--- src/axi_mem_pkg.sv ---
package axi_mem_pkg;

localparam int addr_w = 32;
localparam int data_w = 32;
localparam int id_w   = 11;
localparam int strb_w = data_w / 8;

localparam logic [1:0] burst_fixed = 2'd0;
localparam logic [1:0] burst_incr  = 2'd1;
localparam logic [1:0] burst_wrap  = 2'd2;
localparam logic [1:0] resp_okay   = 2'd0;

localparam int mem_words = 1024;
localparam int mem_aw    = $clog2(mem_words); // Word index taken from addr[mem_aw+1:2].

localparam int refresh_period = 16;
localparam int refresh_w      = $clog2(refresh_period);
localparam logic [refresh_w-1:0] refresh_last = refresh_w'(refresh_period - 1);

typedef struct packed {
    logic [id_w-1:0]   id;
    logic [addr_w-1:0] addr;
    logic [7:0]        len;
    logic [2:0]        size;
    logic [1:0]        burst;
} axi_ax_t;

typedef struct packed {
    logic [data_w-1:0] data;
    logic [strb_w-1:0] strb;
    logic              last;
} axi_w_t;

typedef struct packed {
    logic [id_w-1:0] id;
    logic [1:0]      resp;
} axi_b_t;

typedef struct packed {
    logic [id_w-1:0]   id;
    logic [data_w-1:0] data;
    logic [1:0]        resp;
    logic              last;
} axi_r_t;

// One request word on the memory side, strobes and payload together.
typedef struct packed {
    logic              cs;
    logic              we;
    logic [addr_w-1:0] addr;
    logic [strb_w-1:0] byte_en;
    logic [data_w-1:0] wdata;
} mem_req_t;

endpackage

--- src/axi_burst_addr.sv ---
`timescale 1ns/1ns

module axi_burst_addr (
    input  logic                             aclk,
    input  logic                             aresetn,
    input  logic                             load,
    input  axi_mem_pkg::axi_ax_t             req,
    input  logic                             step,
    output logic [axi_mem_pkg::addr_w-1:0]   addr
);

logic [axi_mem_pkg::addr_w-1:0] addr_q;
logic [axi_mem_pkg::addr_w-1:0] mask_q;   // Bits that never change during the burst.
logic [axi_mem_pkg::addr_w-1:0] mask_new;
logic [axi_mem_pkg::addr_w-1:0] wrap_bytes;
logic [axi_mem_pkg::addr_w-1:0] beat_bytes;
logic [axi_mem_pkg::addr_w-1:0] addr_inc;
logic [2:0]                     size_q;

// Total bytes covered by a WRAP burst, always a power of two.
assign wrap_bytes = ({{(axi_mem_pkg::addr_w-8){1'b0}}, req.len} + 1'b1) << req.size;
assign beat_bytes = {{(axi_mem_pkg::addr_w-1){1'b0}}, 1'b1} << size_q;
assign addr_inc   = addr_q + beat_bytes;

always_comb begin
    case (req.burst)
        axi_mem_pkg::burst_fixed: begin
            mask_new = '1;
        end
        axi_mem_pkg::burst_wrap: begin
            mask_new = ~(wrap_bytes - 1'b1);
        end
        default: begin
            mask_new = '0; // INCR, and the reserved code behaves the same.
        end
    endcase
end

always_ff @(posedge aclk or negedge aresetn) begin
    if (!aresetn) begin
        addr_q <= '0;
        mask_q <= '0;
        size_q <= 3'd0;
    end
    else begin
        if (load) begin
            addr_q <= req.addr;
            mask_q <= mask_new;
            size_q <= req.size;
        end
        else if (step) begin
            addr_q <= (addr_q & mask_q) | (addr_inc & ~mask_q);
        end
    end
end

assign addr = addr_q;

endmodule

--- src/axi2mem_bridge.sv ---
`timescale 1ns/1ns

module axi2mem_bridge (
    input  logic                             aclk,
    input  logic                             aresetn,
    input  axi_mem_pkg::axi_ax_t             aw,
    input  logic                             aw_valid,
    output logic                             aw_ready,
    input  axi_mem_pkg::axi_w_t              w,
    input  logic                             w_valid,
    output logic                             w_ready,
    output axi_mem_pkg::axi_b_t              b,
    output logic                             b_valid,
    input  logic                             b_ready,
    input  axi_mem_pkg::axi_ax_t             ar,
    input  logic                             ar_valid,
    output logic                             ar_ready,
    output axi_mem_pkg::axi_r_t              r,
    output logic                             r_valid,
    input  logic                             r_ready,
    output axi_mem_pkg::mem_req_t            mem_req,
    input  logic [axi_mem_pkg::data_w-1:0]   mem_rdata,
    input  logic                             mem_busy
);

typedef enum logic [1:0] {
    st_idle,
    st_write,
    st_resp,
    st_read
} state_t;

state_t                         state;
state_t                         state_nxt;
axi_mem_pkg::axi_ax_t           req_sel;
logic [axi_mem_pkg::id_w-1:0]   id_q;
logic [7:0]                     cnt;          // Beats left to transfer, minus one.
logic [8:0]                     issue_left;   // Memory reads still to be issued.
logic                           req_take;
logic                           w_beat;
logic                           r_beat;
logic                           rd_issue;
logic                           rd_pend;      // Memory accepted a read on the last edge.
logic                           hold_valid;
logic [axi_mem_pkg::data_w-1:0] hold_q;
logic [axi_mem_pkg::addr_w-1:0] mem_addr;

// A pending read always wins over a pending write.
assign req_sel  = ar_valid ? ar : aw;
assign ar_ready = (state == st_idle);
assign aw_ready = (state == st_idle) & ~ar_valid;
assign req_take = (state == st_idle) & (ar_valid | aw_valid);

assign w_ready = (state == st_write) & ~mem_busy;
assign w_beat  = w_ready & w_valid;
assign b_valid = (state == st_resp);

assign r_valid = rd_pend | hold_valid;
assign r_beat  = r_valid & r_ready;

// Read one beat ahead, but only when the beat on the bus leaves in this cycle.
assign rd_issue = (state == st_read) & (issue_left != 9'd0) & ~mem_busy
                & (~r_valid | r_ready);

axi_burst_addr burst_addr0 (
    .aclk    (aclk),
    .aresetn (aresetn),
    .load    (req_take),
    .req     (req_sel),
    .step    (w_beat | rd_issue),
    .addr    (mem_addr)
);

always_ff @(posedge aclk or negedge aresetn) begin
    if (!aresetn) begin
        state <= st_idle;
    end
    else begin
        state <= state_nxt;
    end
end

always_comb begin
    state_nxt = state;
    case (state)
        st_idle: begin
            if (ar_valid) begin
                state_nxt = st_read;
            end
            else if (aw_valid) begin
                state_nxt = st_write;
            end
        end
        st_write: begin
            if (w_beat && cnt == 8'd0) begin
                state_nxt = st_resp;
            end
        end
        st_resp: begin
            if (b_ready) begin
                state_nxt = st_idle;
            end
        end
        default: begin
            if (r_beat && cnt == 8'd0) begin
                state_nxt = st_idle;
            end
        end
    endcase
end

always_ff @(posedge aclk or negedge aresetn) begin
    if (!aresetn) begin
        id_q       <= '0;
        cnt        <= 8'd0;
        issue_left <= 9'd0;
    end
    else begin
        if (req_take) begin
            id_q       <= req_sel.id;
            cnt        <= req_sel.len;
            issue_left <= {1'b0, req_sel.len} + 9'd1;
        end
        else begin
            if (w_beat | r_beat) begin
                cnt <= cnt - 8'd1;
            end
            if (rd_issue) begin
                issue_left <= issue_left - 9'd1;
            end
        end
    end
end

always_ff @(posedge aclk or negedge aresetn) begin
    if (!aresetn) begin
        rd_pend    <= 1'b0;
        hold_valid <= 1'b0;
    end
    else begin
        rd_pend <= rd_issue;
        if (rd_pend && !r_ready) begin
            hold_valid <= 1'b1;
        end
        else if (r_ready) begin
            hold_valid <= 1'b0;
        end
    end
end

// Catches the word when the master stalls on a fresh beat.
always_ff @(posedge aclk) begin
    if (rd_pend && !r_ready) begin
        hold_q <= mem_rdata;
    end
end

assign mem_req.cs      = w_beat | rd_issue;
assign mem_req.we      = (state == st_write);
assign mem_req.addr    = mem_addr;
assign mem_req.byte_en = w.strb;
assign mem_req.wdata   = w.data;

assign b.id   = id_q;
assign b.resp = axi_mem_pkg::resp_okay;

assign r.id   = id_q;
assign r.data = hold_valid ? hold_q : mem_rdata;
assign r.resp = axi_mem_pkg::resp_okay;
assign r.last = (cnt == 8'd0);

endmodule

--- config.mk ---
export PLATFORM = sky130hd
export DESIGN_NAME = axi2mem_bridge
export DESIGN_NICKNAME = d
export VERILOG_FILES = /design/src/axi_mem_pkg.sv /design/src/axi_burst_addr.sv /design/src/axi2mem_bridge.sv
export SDC_FILE = /design/constraint.sdc
export NUM_CORES = 1
export LEC_CHECK = 0
export CORE_UTILIZATION = 35
export DETAILED_ROUTE_END_ITERATION = 16
export DONT_BUFFER_PORTS = 1
export PLACE_DENSITY = 0.47
export SLEW_MARGIN = 20
export SYNTH_ARGS = -nofsm -noshare
export SYNTH_HDL_FRONTEND = slang
export SYNTH_SLANG_ARGS = --single-unit
--- constraint.sdc ---
create_clock -name aclk -period 4 [get_ports aclk]
set_clock_uncertainty 0.2 [all_clocks]
set_input_delay 0.4 -clock aclk [delete_from_list [all_inputs] [get_ports aclk]]
set_output_delay 0.4 -clock aclk [all_outputs]
set_load 0.01 [all_outputs]
After elaboration in Yosys (flattened, before gate mapping):

Cells that the tools add are included.

* register bits after elaboration: 131
* bits of input ports: 189
* output and inout bits: 134

* add/sub/neg operators: 6
* equal/unequal tests: 7
* shift operators: 2
* multiplexer cells: 17
* bitwise logic cells: 21
* reduce and logical (&&, ||, !) cells: 14

Operator list (count)
* $mux W32: 3
* $and A32 B32 Y32: 2
* $not A32 Y32: 2
* $pmux W32 S2: 1
* $mux W56: 1
* $add A32 B32 Y32: 1
* $or A32 B32 Y32: 1
* $shl A1 B3 Y32 const A: 1
* $shl A32 B3 Y32: 1
* $sub A32 B1 Y32 const B: 1
* $add A8 B1 Y9 const B: 2
* $mux W9: 2
* $mux W8: 2
* $mux W2: 5
* $reduce_bool A9 Y1: 1
* $sub A9 B1 Y9 const B: 1
* $and A1 B1 Y1: 8
* $logic_not A8 Y1: 1
* $reduce_bool A2 Y1: 4
* $sub A8 B1 Y8 const B: 1
* $eq A2 B2 Y1 const B: 3
* $pmux W2 S3: 1
* $or A1 B1 Y1: 5
* $logic_not A2 Y1: 2
* other kinds (9): 15

Logic depth before layout (Yosys ltp):

Gate-level depths: netlist of the first run.

* word-level depth: 7
* gate-level depth with buffers: 21
* depth with buffers taken out: 15

Cells and area by module:

Synthesis of the first run repeated with hierarchy kept, for this count alone.

* cells, all modules: 943
* area, all modules: 9231.4 µm²

Modules (own cells, without submodules)
* axi_burst_addr: instances 1, cells each 566, area each 5013.6 µm², sequential area each 1651.6 µm²
* axi2mem_bridge: instances 1, cells each 377, area each 4217.8 µm², sequential area each 1761.7 µm²

Worst setup path before layout of the first run:

OpenSTA, ideal clock, no wires.

* path kind: input port to flip-flop
* from: in ar_valid
* to: reg burst_addr0.mask_q[15] in the netlist's numbering
* arrival: 4.200 ns
* path slack: -0.533 ns
* stages: 20
* path buffers: 6
* cells stage by stage: buf_6 -> buf_6 -> buf_2 -> buf_1 -> buf_1 -> nand2_1 -> o21ai_0 -> ha_1 -> clkbuf_1 -> inv_1 -> a211oi_2 -> xnor2_1 -> mux2_4 -> a221oi_1 -> nand3_1 -> or3_1 -> nor3_1 -> ha_1 -> o21ai_0 -> o21ai_0

* longest elaborated chain between the ends: 6

RTL lines
* start: declaration: line axi2mem_bridge.sv:16 `input logic ar_valid,`
* $mux W56: line axi2mem_bridge.sv:49 `assign req_sel = ar_valid ? ar : aw;`
* $add A8 B1 Y9: line axi_burst_addr.sv:21 `assign wrap_bytes = ({{(axi_mem_pkg::addr_w-8){1'b0}}, req.len} + 1'b1) << req.size;`
* $shl A32 B3 Y32: line axi_burst_addr.sv:21
* $sub A32 B1 Y32: line axi_burst_addr.sv:31 `mask_new = ~(wrap_bytes - 1'b1);`
* $not A32 Y32: line axi_burst_addr.sv:31
* $pmux W32 S2: line axi_burst_addr.sv:26 `case (req.burst)`
* end signal: assignment: line axi_burst_addr.sv:48 `mask_q <= mask_new;`
* end: declaration: line axi_burst_addr.sv:13 `logic [axi_mem_pkg::addr_w-1:0] mask_q;`

Several ways; a longest one is shown, not always the timed one.
A chain may end at the register's enable or synchronous reset.

==> results of run 1 <==
-- metrics by stage --
stage | setup WS [ps] | power [W] | std cells | cell area (µm²) | util
5_1_grt | 2.619 | 0.006486 | 1274 | 10100 | 0.4117
6_report | 408.8 | 0.006044 | 1274 | 10100 | 0.4117
4_1_cts | 319.9 | 0.006120 | 1273 | 10090 | 0.4114
2_1_floorplan | 3.076 | 0.004066 | 940 | 8891 | -
3_5_place_dp | 204.6 | 0.004427 | 1176 | 8825 | 0.3597
3_3_place_gp | 223.2 | 0.004395 | 1176 | 8825 | 0.3597
-- metal layers --
metal  global-route usage  vias up  wire length (µm)
met2               0.3019      216             11450
met4              0.05189        0               288
li1                     -     3370                 -
met3              0.03796       19              1346
met1               0.2621     3263             11340
met5                    0        -                 0
-- power breakdown --
part / total (W) / internal (W) / switching (W)
clock network: 0.00158 / 0.000937 / 0.000647
registers: 0.00254 / 0.00189 / 0.000648
logic: 0.00192 / 0.000897 / 0.00102
total: 0.00604 / 0.00372 / 0.00232
-- synthesized netlist by cell type, types with 19 or more instances --
master | number | area, µm²
nand2_1 | 85 | 319.1
nor2b_1 | 28 | 175.2
edfxtp_1 | 32 | 960.9
a21oi_1 | 56 | 280.3
o21ai_0 | 74 | 370.4
dfrtp_1 | 98 | 2452
inv_1 | 27 | 101.4
nor3_1 | 23 | 115.1
a211oi_1 | 33 | 247.7
nor2_1 | 42 | 157.7
buf_4 | 52 | 390.4
xnor2_1 | 39 | 341.6
mux2_2 | 37 | 416.7
clkbuf_1 | 44 | 165.2
mux2i_1 | 32 | 320.3
nand3_1 | 19 | 95.09
-- final timing paths --
path	end	slack, ps	cells after the start
worst min register to register	burst_addr0.mask_q[22]$_DFFE_PN0P_	270	1
worst max-delay path	flip-flop	410	14
worst max register to register	flip-flop	410	14
min in group asynchronous	asynchronous set/reset pin	370	2
worst min-delay path	id_q[6]$_DFFE_PN0P_	7	2
max in group asynchronous	burst_addr0.mask_q[1]$_DFFE_PN0P_	2830	2
-- cell type report --
class	instances	area, µm²
Timing Repair Buffer	84	823.3
Multi-Input combinational cell	676	4753
Fill cell	2422	14430
Tap cell	324	405.4
Inverter	27	103.9
Sequential cell	130	3413
Clock buffer	17	425.4
Clock inverter	15	173.9
Antenna cell	1	2.502
-- logic make-up (layout without fill, tap and decap cells) --
| group | after synthesis | count (layout) | share of synthesized area |
|---|---|---|---|
| DFF | 130 | 130 | 0.3864 |
| buffers and inverters | 134 | 143 | 0.08272 |
| adders and majority gates | 15 | 15 | 0.02210 |
| other | 1 | 5 | 0.0004245 |
| muxes | 76 | 76 | 0.09759 |
| AOI/OAI and AO/OA | 260 | 260 | 0.2004 |
| xor gates and xnor gates | 54 | 54 | 0.05354 |
| and+or+nand+nor | 267 | 267 | 0.1568 |
-- critical path, cell delays in order (launching register included) --
cell	delay (ps)
dfrtp_1	460
nor3_1	240
ha_1	210
inv_1	60
fa_1	390
nor2b_1	120
o21ai_0	110
a21oi_1	190
o21ai_0	120
a21boi_0	250
o21ai_0	110
buf_4	190
a2111oi_0	550
xnor2_1	180
a21oi_1	80
-- timing repair --
item / 4_1_cts / 5_1_grt
endpoints found under the hold margin: 155 / 0
hold buffers: 65 / 0
endpoints found under the setup margin: 0 / 4
resized for setup: 0 / 5
==> impl_metrics.json, run 1 <==
{
  "crit_fanout": 11,
  "dp_hpwl_um": 17040,
  "start_kind": "flip-flop",
  "clock-sinks": 130,
  "area_growth_pct": 14.35,
  "place_congestion": 0.8407,
  "grt_start_max_net_pins": 133,
  "worst-slew-pin-transition_ps": 769.8,
  "h-tree-depth": 4,
  "peakVddDrop_v": 0.0002849,
  "crit_start": "burst_addr0.size_q[1]$_DFFE_PN0P_",
  "grt_setup_unrepaired": "no",
  "grt_util_all_layers": 0.1901,
  "cts_setup_buffers": 0,
  "detail_route.wirelength_um": 24430,
  "die_w_um": 160.9,
  "drt.antenna.violating_nets": 0,
  "worstPathArrival_ps": 3660,
  "cts.root.buffer_cell": "clkbuf_16",
  "syn_inst": 937,
  "core_um2": 24530,
  "avgSynthCellArea_um2": 9.427,
  "dieArea_um2": 25880,
  "vias_per_cell": 5.391,
  "routed_wire_length_per_instance_um": 19.17,
  "synth-seq-cells": 130,
  "synth_edf_count": 32,
  "clk_latency_ps": 410,
  "layout_min_cycle_time_ps": 3591,
  "max-cap-violations": 0,
  "slew_viol_final": 0,
  "drtPass1Iterations": 5,
  "crit_type": "flip-flop to flip-flop",
  "required_ps": 4070,
  "fp-row-count": 57,
  "layout_common_cells": "98 x dfrtp_1, 85 x nand2_1, 74 x o21ai_0",
  "ys_seq_area_frac": 0.3864,
  "io_buffer_count": 0,
  "status": "complete, no violations",
  "cts_tree": "yes",
  "initial_core_util": 0.3601,
  "fin_crit_sh": 0.8978,
  "hp-class": "primary input to flip-flop",
  "synth_area_um2": 8833,
  "die_h_um": 160.9,
  "final_nets": 1140,
  "setup_violations": 0,
  "power_density_nw_per_um2": 598.3,
  "synth_cell_type_count": 82,
  "antenna_found_initial": 1,
  "slew_headroom": 0.4829,
  "vias": 6868,
  "initialDrtViolationCount": 362,
  "rr_startpoint": "burst_addr0.size_q[1]$_DFFE_PN0P_",
  "power_leakage_nw": 3.906,
  "final_layout_size_suffix_gt1_frac": 0.1370,
  "cts_buffers": 17,
  "tns_ps": 0,
  "synth_top_flop_cell": "dfrtp_1",
  "synthArstFlopShare": 0.7538,
  "route.detailed.drc": 0,
  "hold_path_startpoint": "aw[51]",
  "ioPinCount": 323,
  "cp-end-kind": "flip-flop",
  "clockBufferDepth": 2,
  "overflow": 0,
  "grt_pass1_vias": 6828,
  "ys.warnings.count": 0,
  "hold_viol": 0,
  "mostFrequentLayoutCell": "dfrtp_1",
  "clkTransAtPathRegs_ps": 60,
  "whs_ps": 7.155,
  "max_freq_ghz": 0.2785,
  "grt_pass1_wl_um": 38720
}
No activity file was read; power rests on OpenSTA's default activity.
==> run 2, diff against run 1 <==
--- a/config.mk
+++ b/config.mk
@@ -5,10 +5,11 @@
 export SDC_FILE = /design/constraint.sdc
 export NUM_CORES = 1
 export LEC_CHECK = 0
-export CORE_UTILIZATION = 35
+export CORE_AREA = 2 2 127 129
 export DETAILED_ROUTE_END_ITERATION = 16
+export DIE_AREA = 0 0 129 131
 export DONT_BUFFER_PORTS = 1
-export PLACE_DENSITY = 0.47
+export PLACE_DENSITY = 0.7
 export SLEW_MARGIN = 20
 export SYNTH_ARGS = -nofsm -noshare
 export SYNTH_HDL_FRONTEND = slang
==> run 2 against run 1 <==
Register-to-register slack got worse by 140 ps. Cell count down 8.8%. Cell area shrank 2.4%. Sequential share of layout area increased by 0.81 points. Global-route usage rose by 9.1 points. Routed wire length grew 1.2%. Count of clock-buffer cells in the layout rose by 1. Critical path depth unchanged. Maximum frequency fell by 3.7%. Non-clock buffer count fell by 3. Die area fell by 35%. Critical path type unchanged.
==> impl_metrics.json, run 2 (synthesis gave the netlist of run 1 again) <==
{
  "fillers": 1284,
  "peakVddDrop_v": 0.0003856,
  "multi_input_area_um2": 4750,
  "hold_viol": 0,
  "route.detailed.drc": 0,
  "clk_latency_ps": 420,
  "whs_ps": 9.091,
  "layout_min_cycle_time_ps": 3731,
  "dp_hpwl_um": 17620,
  "routed_wire_length_per_instance_um": 21.28,
  "initial_core_util": 0.5663,
  "slew_headroom": 0.3463,
  "slew_viol_final": 0,
  "start_kind": "flip-flop",
  "drt.antenna.violating_nets": 0,
  "drtPass1Iterations": 4,
  "antenna_cells": 0,
  "final_nets": 1137,
  "ioPinCount": 323,
  "max-cap-violations": 0,
  "hp-class": "primary input to flip-flop",
  "rr_startpoint": "burst_addr0.size_q[1]$_DFFE_PN0P_",
  "vias_per_cell": 6.187,
  "h-tree-depth": 4,
  "overflow": 0,
  "max_freq_ghz": 0.2680,
  "setup_violations": 0,
  "post-route-util": 0.6324,
  "initialDrtViolationCount": 525,
  "grt_pass1_wl_um": 36550,
  "cp-end-kind": "flip-flop",
  "crit_fanout": 11,
  "r2r_setup_slack_ps": 270,
  "crit_start": "burst_addr0.size_q[1]$_DFFE_PN0P_",
  "cts.root.buffer_cell": "clkbuf_16",
  "layout_common_cells": "98 x dfrtp_1, 85 x nand2_1, 74 x o21ai_0",
  "status": "complete, no violations",
  "clock-sinks": 130,
  "worstPathArrival_ps": 3790,
  "place_congestion": 0.9033,
  "grt_start_max_net_pins": 109,
  "cts_buffers": 17,
  "ff2ff_path_depth": 14,
  "grt_setup_unrepaired": "yes",
  "grt_util_all_layers": 0.2814,
  "seq_area_um2": 3413,
  "die_h_um": 131,
  "io_buffer_count": 0,
  "area_growth_pct": 11.66,
  "grt_pass1_vias": 6858,
  "mostFrequentLayoutCell": "dfrtp_1",
  "power_density_nw_per_um2": 605.3,
  "cts_tree": "yes",
  "crit_type": "flip-flop to flip-flop",
  "vias": 7189,
  "detail_route.wirelength_um": 24730,
  "required_ps": 4060,
  "die_w_um": 129,
  "fp-row-count": 46,
  "final_layout_size_suffix_gt1_frac": 0.1353,
  "power_leakage_nw": 3.847,
  "core_um2": 15600,
  "worst-slew-pin-transition_ps": 966.9,
  "dieArea_um2": 16900,
  "clockBufferDepth": 2,
  "antenna_found_initial": 0,
  "fin_crit_sh": 0.9327,
  "clkTransAtPathRegs_ps": 50
}
-- run 2: cell type report --
cell class	instances	share of cell area
repair buffers	81	0.07916
multi-input cells	676	0.4815
well taps	216	0.02740
inverters	27	0.01053
clock inverters	14	0.01180
clock buffers	18	0.04351
flip-flops and latches	130	0.3461
-- run 2: report_power, final --
part | leakage (nW) | internal, W | switching, W
registers | 1.49 | 0.00189 | 0.000687
logic | 2.09 | 0.000895 | 0.00107
clock network | 0.263 | 0.000848 | 0.000583
total | 3.85 | 0.00363 | 0.00234
-- run 2: how the worst min path moves through the flow --
stage               slack, ps  depth (start not counted)    start                         end
global placement          -90                          0  aresetn  asynchronous set/reset pin
floorplan                -100                          0  aresetn  asynchronous set/reset pin
global route                3                          2   aw[50]         id_q[5]$_DFFE_PN0P_
CTS                         1                          2   ar[41]                   flip-flop
detailed placement        -90                          0  aresetn  asynchronous set/reset pin
finish                      9                          2   aw[50]         id_q[5]$_DFFE_PN0P_
-- run 2: repair_timing --
item / CTS / global route
resized for setup: 0 / 2
setup buffers: 0 / 0
endpoints found under the hold margin: 153 / 1
hold buffers: 61 / 1
setup endpoints to repair: 0 / 4
-- run 2: worst max-delay path, stage by stage, from the launching register on --
cell	delay (ps)
dfrtp_1	450
nor3_1	230
ha_1	200
inv_1	60
fa_1	410
nor2b_1	120
o21ai_0	110
a21oi_1	190
o21ai_0	130
a21boi_0	280
o21ai_0	130
buf_4	200
a2111oi_0	600
xnor2_1	190
a21oi_1	80
-- run 2: through the flow --
step	std cells	setup WS, ps	setup TNS, ps	instance area [µm²]	total power [W]
2_1_floorplan	940	3.076	0	8891	0.004066
3_3_place_gp	1067	255.7	0	8670	0.004359
3_5_place_dp	1068	221.6	0	8677	0.004465
4_1_cts	1161	271.9	0	9851	0.005977
5_1_grt	1162	-31.92	-42.63	9863	0.006348
6_report	1162	269.2	0	9863	0.005970
-- run 2: per-layer routing --
| layer | vias to the layer above | share of wire | global-route usage |
|---|---|---|---|
| met1 | 3484 | 0.40 | 0.3345 |
| met5 | - | 0 | 0 |
| met2 | 276 | 0.50 | 0.4855 |
| met4 | 0 | 0.034 | 0.1100 |
| li1 | 3360 | - | - |
| met3 | 69 | 0.069 | 0.07980 |
==> run 3, diff against run 2 <==
--- a/config.mk
+++ b/config.mk
@@ -5,11 +5,13 @@
 export SDC_FILE = /design/constraint.sdc
 export NUM_CORES = 1
 export LEC_CHECK = 0
-export CORE_AREA = 2 2 127 129
+export CELL_PAD_IN_SITES_DETAIL_PLACEMENT = 1
+export CELL_PAD_IN_SITES_GLOBAL_PLACEMENT = 1
+export CORE_UTILIZATION = 49
+export CTS_BUF_LIST = sky130_fd_sc_hd__clkbuf_4
 export DETAILED_ROUTE_END_ITERATION = 16
-export DIE_AREA = 0 0 129 131
 export DONT_BUFFER_PORTS = 1
-export PLACE_DENSITY = 0.7
+export PLACE_DENSITY = 0.81
 export SLEW_MARGIN = 20
 export SYNTH_ARGS = -nofsm -noshare
 export SYNTH_HDL_FRONTEND = slang
==> run 3 against run 2 <==
Combinational power grew 9%. Register-to-register slack lost 70 ps. Worst setup slack lost 71 ps. Clock power shrank 38%. Cell count grew 7.4%. Critical path depth is the same. Total power shrank 5.8%. Maximum frequency shrank 1.9%. Count of clock-buffer cells in the layout grew 5. Critical path type unchanged. Largest cell class unchanged. Highest routed layer unchanged.
==> impl_metrics.json, run 3 (synthesis gave the netlist of run 1 again) <==
{
  "worst-slew-pin-transition_ps": 1075,
  "worstPathArrival_ps": 4050,
  "grt_pass1_vias": 8187,
  "fin_crit_sh": 0.9504,
  "initial_core_util": 0.5054,
  "multi_input_area_um2": 4751,
  "ff2ff_path_depth": 14,
  "fin_area_um2": 10350,
  "ioPinCount": 323,
  "slew_viol_final": 0,
  "power_density_nw_per_um2": 543.4,
  "clock-sinks": 130,
  "overflow": 0,
  "tns_ps": 0,
  "area_growth_pct": 17.22,
  "drt.antenna.violating_nets": 0,
  "layout_min_cycle_time_ps": 3802,
  "place_congestion": 0.8793,
  "die_w_um": 136.3,
  "cts_tree": "yes",
  "slew_headroom": 0.2736,
  "crit_type": "flip-flop to flip-flop",
  "start_kind": "flip-flop",
  "status": "complete, no violations",
  "fp-row-count": 48,
  "place_area_um2": 8678,
  "r2r_setup_slack_ps": 200,
  "crit_fanout": 11,
  "rr_startpoint": "burst_addr0.size_q[0]$_DFFE_PN0P_",
  "max-cap-violations": 0,
  "vias_per_cell": 6.174,
  "required_ps": 4240,
  "clkTransAtPathRegs_ps": 130,
  "grt_start_max_net_pins": 108,
  "route.detailed.drc": 0,
  "cts.root.buffer_cell": "clkbuf_4",
  "h-tree-depth": 4,
  "dp_hpwl_um": 18240,
  "grt_util_all_layers": 0.3218,
  "detail_route.wirelength_um": 29190,
  "setup_violations": 0,
  "fillers": 1917,
  "die_h_um": 136.3,
  "grt_setup_unrepaired": "yes",
  "cp-end-kind": "flip-flop",
  "final_layout_size_suffix_gt1_frac": 0.1248,
  "dieArea_um2": 18570,
  "crit_start": "burst_addr0.size_q[0]$_DFFE_PN0P_",
  "hold_path_depth": 3,
  "routed_wire_length_per_instance_um": 23.39,
  "clk_latency_ps": 550,
  "layout_common_cells": "136 x dlygate4sd3_1, 98 x dfrtp_1, 85 x nand2_1",
  "initialDrtViolationCount": 426,
  "grt_pass1_wl_um": 45090,
  "final_nets": 1210,
  "mostFrequentLayoutCell": "dlygate4sd3_1",
  "antenna_found_initial": 4,
  "hold_viol": 0,
  "drtPass1Iterations": 5,
  "seq_area_um2": 3413,
  "vias": 7705,
  "io_buffer_count": 0,
  "power_leakage_nw": 4.103,
  "clockBufferDepth": 2,
  "core_um2": 17480,
  "fin_total_pwr_w": 0.005626,
  "peakVddDrop_v": 0.0003128,
  "hp-class": "primary input to flip-flop",
  "max_freq_ghz": 0.2631,
  "cts_buffers": 17
}
## run 3: changes by cell type in the layout (fill, tap and decap cells not counted), moves of 2 or more
cell           before  now
buf_4              19   15
clkbuf_16          17    0
clkbuf_4            0   24
clkinv_4            3    0
clkinvlp_4          3    1
diode_2             0    5
dlygate4sd3_1      61  136
## run 3: worst min-delay path by stage
stage	from	end
after floorplan	aresetn	asynchronous set/reset pin
after global placement	aresetn	asynchronous set/reset pin
after detailed placement	aresetn	id_q[0]$_DFFE_PN0P_
after CTS	ar[12]	cnt[7]$_DFFE_PN0P_
after global routing	ar[12]	cnt[7]$_DFFE_PN0P_
final	ar[12]	cnt[7]$_DFFE_PN0P_
## run 3: where the power goes
part           total (W)  internal [W]  switching, W  leakage (nW)
Clock           0.000886      0.000403      0.000483         0.151
Sequential       0.00261       0.00188      0.000723          1.49
Combinational    0.00213      0.000968       0.00117          2.46
Total            0.00563       0.00326       0.00237          4.10
## run 3: cell type report
| type | instances | share of cell area |
|---|---|---|
| repair buffers | 154 | 0.1477 |
| well taps | 225 | 0.02719 |
| clock inverters | 8 | 0.008821 |
| diodes | 5 | 0.001208 |
| multi-input cells | 676 | 0.4588 |
| clock buffers | 23 | 0.01667 |
| flip-flops and latches | 130 | 0.3296 |
| inverters | 27 | 0.01003 |
## run 3: what timing repair did
action,in CTS,in global routing
setup endpoints to repair,0,3
endpoints found under the hold margin,184,0
buffers inserted,0,0
resized for setup,0,2
hold buffers,137,0
## run 3: per-stage QoR
step           setup WS [ps]  hold slack (ps)  utilization  instances
4_1_cts                319.9          0.03159       0.5911       1242
3_5_place_dp           175.5           -93.59       0.4966       1074
6_report               198.4            36.44       0.5925       1248
5_1_grt               -74.50            22.00       0.5924       1247
2_1_floorplan          3.076           -95.59            -        940
3_3_place_gp           218.3           -93.29       0.4966       1074
## run 3: critical path: stages, from the launching register on
cell and delay (ps):
dfrtp_1 480, nor3_1 230, ha_1 210, inv_1 60
fa_1 390, nor2b_1 110, o21ai_0 110, a21oi_1 200
o21ai_0 120, a21boi_0 280, o21ai_0 120, buf_4 200
a2111oi_0 520, xnor2_1 160, a21oi_1 340
## run 3: per-layer routing
layer	global-route usage	up-vias	part of all wire
li1	-	3522	-
met1	0.3677	3816	0.38
met2	0.5567	295	0.51
met3	0.07755	72	0.069
met4	0.1648	0	0.037
met5	0	-	0
